[src/common/seq_pkg.sv]
`default_nettype none

package seq_pkg;

    // ------------------------------
    // Widths and timing
    // ------------------------------
    localparam int unsigned addr_width = 8;      // PC and ROM address
    localparam int unsigned data_width = 16;     // One instruction word
    localparam int unsigned imm_width  = 12;     // Immediate field

    // 16 MHz / 1.6M = 10 steps per second
    localparam int unsigned step_period_default = 1_600_000;

    // ------------------------------
    // Instruction format
    // ------------------------------
    typedef enum logic [3:0] {
        op_nop  = 4'h0,     // Just advance
        op_out  = 4'h1,     // Load output register
        op_jmp  = 4'h2,     // Load PC from immediate
        op_halt = 4'hf      // Stop until reset
    } op_e;

    typedef struct packed {
        op_e                  op;     // Upper nibble
        logic [imm_width-1:0] imm;    // Lower 12 bits
    } instr_t;

    // PC control, strobes valid only in a step cycle
    typedef struct packed {
        logic                  load;  // Wins over inc
        logic                  inc;
        logic [addr_width-1:0] addr;  // Jump target
    } pc_ctrl_t;

    // ------------------------------
    // Program image
    // ------------------------------
    localparam int unsigned program_len = 8;

    localparam instr_t program_table [program_len] = '{
        '{op_out,  12'h0a5},    // 0
        '{op_nop,  12'h000},    // 1
        '{op_out,  12'h5a0},    // 2
        '{op_jmp,  12'h006},    // 3  skip over 4 and 5
        '{op_out,  12'hfff},    // 4  never reached
        '{op_nop,  12'h000},    // 5
        '{op_out,  12'h123},    // 6
        '{op_halt, 12'h000}     // 7
    };

endpackage

`default_nettype wire

[src/program_counter/program_counter.sv]
`default_nettype none

// Fetch address register
module program_counter import seq_pkg::*; (
    input  logic                  pin3_clk_16mhz,
    input  logic                  arst_n,
    input  pc_ctrl_t              ctrl,       // From sequencer
    output logic [addr_width-1:0] pc          // To ROM and pins
);

    // ------------------------------
    // Address register
    // ------------------------------
    // Load first, then increment, else hold
    always_ff @(posedge pin3_clk_16mhz or negedge arst_n) begin
        if (!arst_n) begin
            pc <= '0;                   // Start of program
        end else if (ctrl.load) begin
            pc <= ctrl.addr;            // Jump
        end else if (ctrl.inc) begin
            pc <= pc + 1'b1;            // Wraps at 255, ROM halts anyway
        end
    end

    // ------------------------------
    // Checks
    // ------------------------------
    // Sequencer decodes exactly one action per step, never both
    a_one_strobe : assert property (
        @(posedge pin3_clk_16mhz) disable iff (!arst_n)
        !(ctrl.load && ctrl.inc)
    );

endmodule

`default_nettype wire

[src/logic/step_gen.sv]
`default_nettype none

// Step pulse source, auto tick or manual button
module step_gen import seq_pkg::*; #(
    parameter int unsigned step_period = step_period_default
) (
    input  logic pin3_clk_16mhz,
    input  logic arst_n,
    input  logic auto_run,          // 1 = divided tick, 0 = button
    input  logic step_btn,          // Raw, asynchronous
    output logic step,              // One cycle wide
    output logic heartbeat          // Flips per step
);

    typedef logic [$clog2(step_period)-1:0] cnt_t;

    cnt_t tick_cnt;
    logic tick;
    logic btn_s1, btn_s2, btn_s3;   // Sync chain plus history
    logic btn_rise;

    // ------------------------------
    // Auto-run divider
    // ------------------------------
    // Held at zero while in manual mode, so the first tick
    // lands step_period cycles after auto_run rises
    assign tick = auto_run && (tick_cnt == cnt_t'(step_period - 1));

    always_ff @(posedge pin3_clk_16mhz or negedge arst_n) begin
        if (!arst_n) begin
            tick_cnt <= '0;
        end else if (!auto_run || tick) begin
            tick_cnt <= '0;
        end else begin
            tick_cnt <= tick_cnt + 1'b1;
        end
    end

    // ------------------------------
    // Button sync and edge
    // ------------------------------
    always_ff @(posedge pin3_clk_16mhz or negedge arst_n) begin
        if (!arst_n) begin
            btn_s1 <= 1'b0;
            btn_s2 <= 1'b0;
            btn_s3 <= 1'b0;
        end else begin
            btn_s1 <= step_btn;         // May go metastable
            btn_s2 <= btn_s1;           // Safe copy
            btn_s3 <= btn_s2;           // Previous level
        end
    end

    assign btn_rise = btn_s2 && !btn_s3;

    // Registered pulse, 3 cycles after the pin edge
    always_ff @(posedge pin3_clk_16mhz or negedge arst_n) begin
        if (!arst_n) begin
            step      <= 1'b0;
            heartbeat <= 1'b0;
        end else begin
            step      <= auto_run ? tick : btn_rise;
            heartbeat <= heartbeat ^ step;
        end
    end

    // Sequencer relies on isolated steps
    a_step_single : assert property (
        @(posedge pin3_clk_16mhz) disable iff (!arst_n)
        step |=> !step
    );

endmodule

`default_nettype wire

[src/logic/program_rom.sv]
`default_nettype none

// Read-only program store, combinational
module program_rom import seq_pkg::*; (
    input  logic [addr_width-1:0] addr,     // Current PC
    output instr_t                instr     // Same-cycle data
);

    logic [data_width-1:0] rom_word;        // Raw 16-bit word

    // ------------------------------
    // Lookup
    // ------------------------------
    // Past the end of the table reads as halt, so a PC that runs
    // off the program parks instead of executing garbage
    always_comb begin
        if (addr < program_len) begin
            rom_word = program_table[addr[$clog2(program_len)-1:0]];
        end else begin
            rom_word = {op_halt, {imm_width{1'b0}}};
        end
    end

    assign instr = instr_t'(rom_word);      // Split into fields

endmodule

`default_nettype wire

[src/logic/sequencer.sv]
`default_nettype none

// Decode and execute, one instruction per step pulse
module sequencer import seq_pkg::*; (
    input  logic                 pin3_clk_16mhz,
    input  logic                 arst_n,
    input  logic                 step,      // From step_gen
    input  instr_t               instr,     // From ROM at current PC
    output pc_ctrl_t             pc_ctrl,   // To program_counter
    output logic [imm_width-1:0] out_reg,   // Board LEDs
    output logic                 halted
);

    logic active;       // This cycle executes
    logic do_out;       // Output register write
    logic do_halt;      // Enter halted state

    assign active = step && !halted;    // Steps ignored once halted

    // ------------------------------
    // Decode
    // ------------------------------
    always_comb begin
        pc_ctrl.load = 1'b0;
        pc_ctrl.inc  = 1'b0;
        pc_ctrl.addr = instr.imm[addr_width-1:0];   // Only used by jmp
        do_out       = 1'b0;
        do_halt      = 1'b0;
        if (active) begin
            case (instr.op)
                op_nop: begin
                    pc_ctrl.inc = 1'b1;
                end
                op_out: begin
                    pc_ctrl.inc = 1'b1;
                    do_out      = 1'b1;
                end
                op_jmp: begin
                    pc_ctrl.load = 1'b1;    // Low 8 bits of imm
                end
                op_halt: begin
                    do_halt = 1'b1;         // PC stays put
                end
                default: begin
                    do_halt = 1'b1;         // Unknown opcode, stop
                end
            endcase
        end
    end

    // ------------------------------
    // Execute
    // ------------------------------
    always_ff @(posedge pin3_clk_16mhz or negedge arst_n) begin
        if (!arst_n) begin
            out_reg <= '0;
            halted  <= 1'b0;
        end else begin
            if (do_out) begin
                out_reg <= instr.imm;   // Visible one cycle after step
            end
            if (do_halt) begin
                halted <= 1'b1;         // Sticky until reset
            end
        end
    end

    // ------------------------------
    // Checks
    // ------------------------------
    // Halted never clears and the PC never moves afterwards
    a_halt_sticky : assert property (
        @(posedge pin3_clk_16mhz) disable iff (!arst_n)
        halted |=> halted && !(pc_ctrl.load || pc_ctrl.inc)
    );

endmodule

`default_nettype wire

[src/logic/top.sv]
`default_nettype none

// TinyFPGA board top, sequencer and pin map
module top import seq_pkg::*; #(
    parameter int unsigned step_period = step_period_default
) (
    output logic pin1_usb_dp,       // USB pull-up, held off
    output logic pin2_usb_dn,
    input  logic pin3_clk_16mhz,    // On-board oscillator
    input  logic arst_n,
    output logic pin4,              // out_reg[0]
    output logic pin5,
    output logic pin6,
    output logic pin7,
    output logic pin8,
    output logic pin9,
    output logic pin10,
    output logic pin11,
    output logic pin12,
    output logic pin13,
    output logic pin14_sdo,
    output logic pin15_sdi,         // out_reg[11]
    output logic pin16_sck,         // pc[0]
    output logic pin17_ss,
    output logic pin18,
    output logic pin19,             // pc[3]
    input  logic pin20,             // Auto-run select
    input  logic pin21,             // Manual step button
    output logic pin23,             // Halted
    output logic pin24              // Heartbeat
);

    logic                  step;
    logic                  heartbeat;
    logic                  halted;
    logic [addr_width-1:0] pc;
    logic [imm_width-1:0]  out_reg;
    instr_t                instr;
    pc_ctrl_t              pc_ctrl;

    // ------------------------------
    // Blocks
    // ------------------------------
    step_gen #(
        .step_period(step_period)
    ) u_step_gen (
        .pin3_clk_16mhz(pin3_clk_16mhz),
        .arst_n        (arst_n),
        .auto_run      (pin20),
        .step_btn      (pin21),
        .step          (step),
        .heartbeat     (heartbeat)
    );

    program_counter u_pc (
        .pin3_clk_16mhz(pin3_clk_16mhz),
        .arst_n        (arst_n),
        .ctrl          (pc_ctrl),
        .pc            (pc)
    );

    program_rom u_rom (
        .addr (pc),
        .instr(instr)
    );

    sequencer u_seq (
        .pin3_clk_16mhz(pin3_clk_16mhz),
        .arst_n        (arst_n),
        .step          (step),
        .instr         (instr),
        .pc_ctrl       (pc_ctrl),
        .out_reg       (out_reg),
        .halted        (halted)
    );

    // ------------------------------
    // Pin routing
    // ------------------------------
    assign {pin15_sdi, pin14_sdo, pin13, pin12, pin11, pin10,
            pin9, pin8, pin7, pin6, pin5, pin4} = out_reg;

    assign {pin19, pin18, pin17_ss, pin16_sck} = pc[3:0];  // Low nibble only

    assign pin23 = halted;
    assign pin24 = heartbeat;

    assign pin1_usb_dp = 1'b0;      // USB unused
    assign pin2_usb_dn = 1'b0;

endmodule

`default_nettype wire

[config.mk]
export PLATFORM = sky130hd
export DESIGN_NAME = top
export DESIGN_NICKNAME = d
export VERILOG_FILES = /design/src/common/seq_pkg.sv /design/src/program_counter/program_counter.sv /design/src/logic/step_gen.sv /design/src/logic/program_rom.sv /design/src/logic/sequencer.sv /design/src/logic/top.sv
export SDC_FILE = /design/constraint.sdc
export NUM_CORES = 1
export LEC_CHECK = 0
export ABC_CLOCK_PERIOD_IN_PS = 3730
export BUFFER_PORTS_ARGS = -buffer_cell sky130_fd_sc_hd__buf_2
export CORE_MARGIN = 4
export CORE_UTILIZATION = 61
export CTS_BUF_LIST = sky130_fd_sc_hd__clkbuf_2
export CTS_CLUSTER_DIAMETER = 40
export DETAILED_ROUTE_END_ITERATION = 10
export PLACE_DENSITY_LB_ADDON = 0.12
export SYNTH_ARGS = -nofsm -noshare
export SYNTH_HDL_FRONTEND = slang
export SYNTH_HIERARCHICAL = 1
export SYNTH_SLANG_ARGS = --single-unit
[constraint.sdc]
create_clock -name pin3_clk_16mhz -period 3.73 [get_ports pin3_clk_16mhz]
set_clock_uncertainty 0.2 [all_clocks]
set_input_delay 0.373 -clock pin3_clk_16mhz [delete_from_list [all_inputs] [get_ports pin3_clk_16mhz]]
set_output_delay 0.373 -clock pin3_clk_16mhz [all_outputs]
set_load 0.05 [all_outputs]
==> run_results.csv <==
group,metric,value,unit
finish,num-fill-cells,342,
power_and_ir_drop,power_density,720,nW/um2
critical_path,critPathMaxFanout,11,
timing,maxSlewViolCount,0,
timing,post-route-min-period,3.19,ns
synth,yosysUniqueCellTypes,44,
hold_path,worstHoldPathType,"reg2reg",
clocking,cts_tree,"yes",
critical_path,crit_required,3.89,ns
finish,drive_above_1_share,21.9,%
status,status,"completed",
power_and_ir_drop,seqPwrFrac,37.9,%
synth,synth.area.mux_share,7.04,%
timing,hold_viol,0,
place,dp_slack,0.575,ns
timing,worst_slack,0.539,ns
critical_path,cp_top_family,"simple AND/OR/NAND/NOR gates",
place,gp_congestion,0.770,
synth,yosysMostFrequentCell,"dfrtp_1",
power_and_ir_drop,switching_share,45.8,%
clocking,cts-root-buf,"clkbuf_2",
power_and_ir_drop,p_leak,1.22,nW
flow_run,drv_cap,0,
global_route,grt_pass1_vias,1688,
route,num_vias,1723,
synth,yosys.area_share.adder,2.89,%
hold_path,min-delay-start,"u_step_gen/btn_s1",
route,met1Wirelength,1950,um
die,rows,23,
synth,synth_top_family_by_area,"simple AND/OR/NAND/NOR gates",
finish,fin_nets,265,
route,drt_iter0_drc,94,
die,die_w,73.2,um
synth,synth_seq_cells,47,
clocking,clk_pin_slew,0.22,ns
timing,fin_crit_sh,85.5,%
timing,rsz0062_at_grt,"no",
global_route,grt_use_total,18.5,%
global_route,antenna_found_initial,0,
place,hpwl,2980,um
finish,area_delta_synth_final,3.67,%
critical_path,worst-setup-path-type,"reg2reg",
critical_path,r2r_start,"u_pc/pc[3]",
critical_path,cp.arrival,3.36,ns
power_and_ir_drop,clkPwrFrac,13.5,%
synth,synth.area.top_cells,"dfrtp_1 (45%), mux2_4 (5.8%), buf_4 (4.6%)",
critical_path,cp-end-kind,"register",
finish,post-route-util,66.3,%
synth,yosysSeqAreaShare,45.3,%
synth,synth.avg_cell_area,10.5,um2
timing,fmax,313,MHz
clocking,cts_sinks,47,
clocking,cts_made_buffers,5,
route,wire_per_inst,14.2,um
timing,slew_headroom,33.6,%
route,wl_met2,2180,um
synth,synth_enable_flop_cells,0,
critical_path,path_buf_inv,1,
critical_path,crit_chain,"or4_4 -> a211o_1 -> or4b_4 -> nor2_1 -> buf_4 -> nand4_4 -> or4_1 -> nand3_1",
finish,n_antenna_cell,0,
timing,tns,0,ns
global_route,grt_max_degree,48,
power_and_ir_drop,irDropWorstVdd,0.357,mV
clocking,cts_resized,0,
synth,synthCells,247,
power_and_ir_drop,intPower,1.05,mW
critical_path,crit_path_start,"u_pc/pc[3]",
route,met3WireLength,135,um
clocking,clockBufferDepth,2,
critical_path,crit_path_start_kind,"register",
timing,tightest_slew,0.996,ns
synth,synth_xor_xnor_area_share,6.75,%
synth,synth_compound_area_share,7.19,%
route,route.detailed.drc,0,
die,ioPinCount,24,
die,start_util,63.9,%
route,finalWirelength,4350,um
synth,synthFlopType,"dfrtp_1",
synth,synth-simple-area-share,22.2,%
global_route,grt_overflow,0,
clocking,clk-insertion-delay-late,0.41,ns
die,die-area,5360,um2
route,antenna_left,0,
synth,yosys.area.top_type,"dfrtp_1",
global_route,grt_first_pass_wirelength,7670,um
finish,largest_register_ffs,21,
critical_path,cp_slowest_stage_delay,0.61,ns
die,fp.dieH,73.2,um
die,design.core.area,4060,um2
power_and_ir_drop,p_comb_share,48.6,%
synth,mappedNetlistArea,2590,um2
clocking,htree_levels,2,
route,dr.pass1.iters,4,
timing,finalSetupViolations,0,
synth,synth_common_cells,"dfrtp_1 (47), nor2_1 (24), nand2_1 (17)",
synth,synth_warnings,6,
power_and_ir_drop,fin_total_pwr,1.94,mW
route,vias_per_cell,5.63,
route,maxUsedRoutingLayer,"met4",
synth,async_flop_share,100,%
power_and_ir_drop,p_sw,887,uW
clocking,cts_setup_buffers,0,
place,portBuffers,21,
critical_path,cpMaxStageDelayCell,"or4_4",
synth,synth.top_cell.area_share,45.3,%
==> area by class of cell <==
| cell class | count | area, um2 | area share (%) |
|---|---|---|---|
| clock inverters | 3 | 38.8 | 1.44 |
| multi-input cells | 167 | 1200 | 44.7 |
| clock buffers | 5 | 25.0 | 0.931 |
| well taps | 50 | 62.6 | 2.33 |
| flip-flops and latches | 47 | 1180 | 43.7 |
| inverters | 7 | 26.3 | 0.977 |
| repair buffers | 27 | 158 | 5.86 |
==> path summary, 6_finish.rpt <==
path / endpoint / slack [ns] / depth (start not counted)
max: u_pc/pc[7] / 0.54 / 8
min: u_step_gen/btn_s2 / 0.18 / 0
max reg2reg: u_pc/pc[7] / 0.54 / 8
min reg2reg: u_step_gen/btn_s2 / 0.18 / 0
max in group asynchronous: u_step_gen/tick_cnt[0] / 2.28 / 2
min in group asynchronous: u_seq/out_reg[6] / 0.42 / 2
==> power groups by stage <==
stage / logic [mW] / registers [mW] / clock network (mW)
final: 0.940 / 0.733 / 0.262
after global routing: 1.02 / 0.754 / 0.299
after CTS: 0.946 / 0.734 / 0.276
after detailed placement: 0.937 / 0.744 / 0
after global placement: 0.934 / 0.740 / 0
after floorplan: 0.641 / 1.01 / 0
==> per-stage QoR <==
step	hold slack [ns]	instance area, um2	std cells
after CTS	0.189	2690	306
after floorplan	-0.123	2600	248
after global placement	0.135	2590	295
final	0.181	2690	306
after detailed placement	0.141	2590	295
after global routing	0.205	2690	306
==> what timing repair did <==
action                                 in CTS  in global routing
setup endpoints to repair                   0                  0
hold buffers                                3                  0
endpoints found under the hold margin      49                  0
==> layer usage <==
layer	global-route usage [%]	vias to the layer above
li1	-	863
met1	24.0	829
met2	30.6	23
met3	4.13	8
met4	6.15	0
met5	0	-
==> placed cells by master, fill, tap and decap left out, types with 3 or more instances in the layout <==
cell,instances
dfrtp_1,47
nor2_1,24
buf_2,21
nand2_1,17
nand3_1,11
xnor2_1,11
mux2_4,10
xor2_1,9
nor3_1,8
nand4_1,7
o21ai_0,7
or4_1,7
inv_1,7
ha_1,6
clkbuf_2,5
a21oi_1,5
nor4_1,4
dlygate4sd3_1,3
nor2b_1,3
buf_4,3
or4_4,3
or3_1,3
a211oi_1,3
nor3b_1,3
==> logic make-up (layout without fill, tap and decap cells) <==
logic type	Yosys count	after routing
muxes	13	13
and+or+nand+nor	100	100
AOI/OAI and AO/OA	26	26
adders and majority gates	6	6
xor gates and xnor gates	20	20
other	1	2
buffers and inverters	34	42
DFF	47	47
Note: power is estimated with default switching activity, not from simulation.
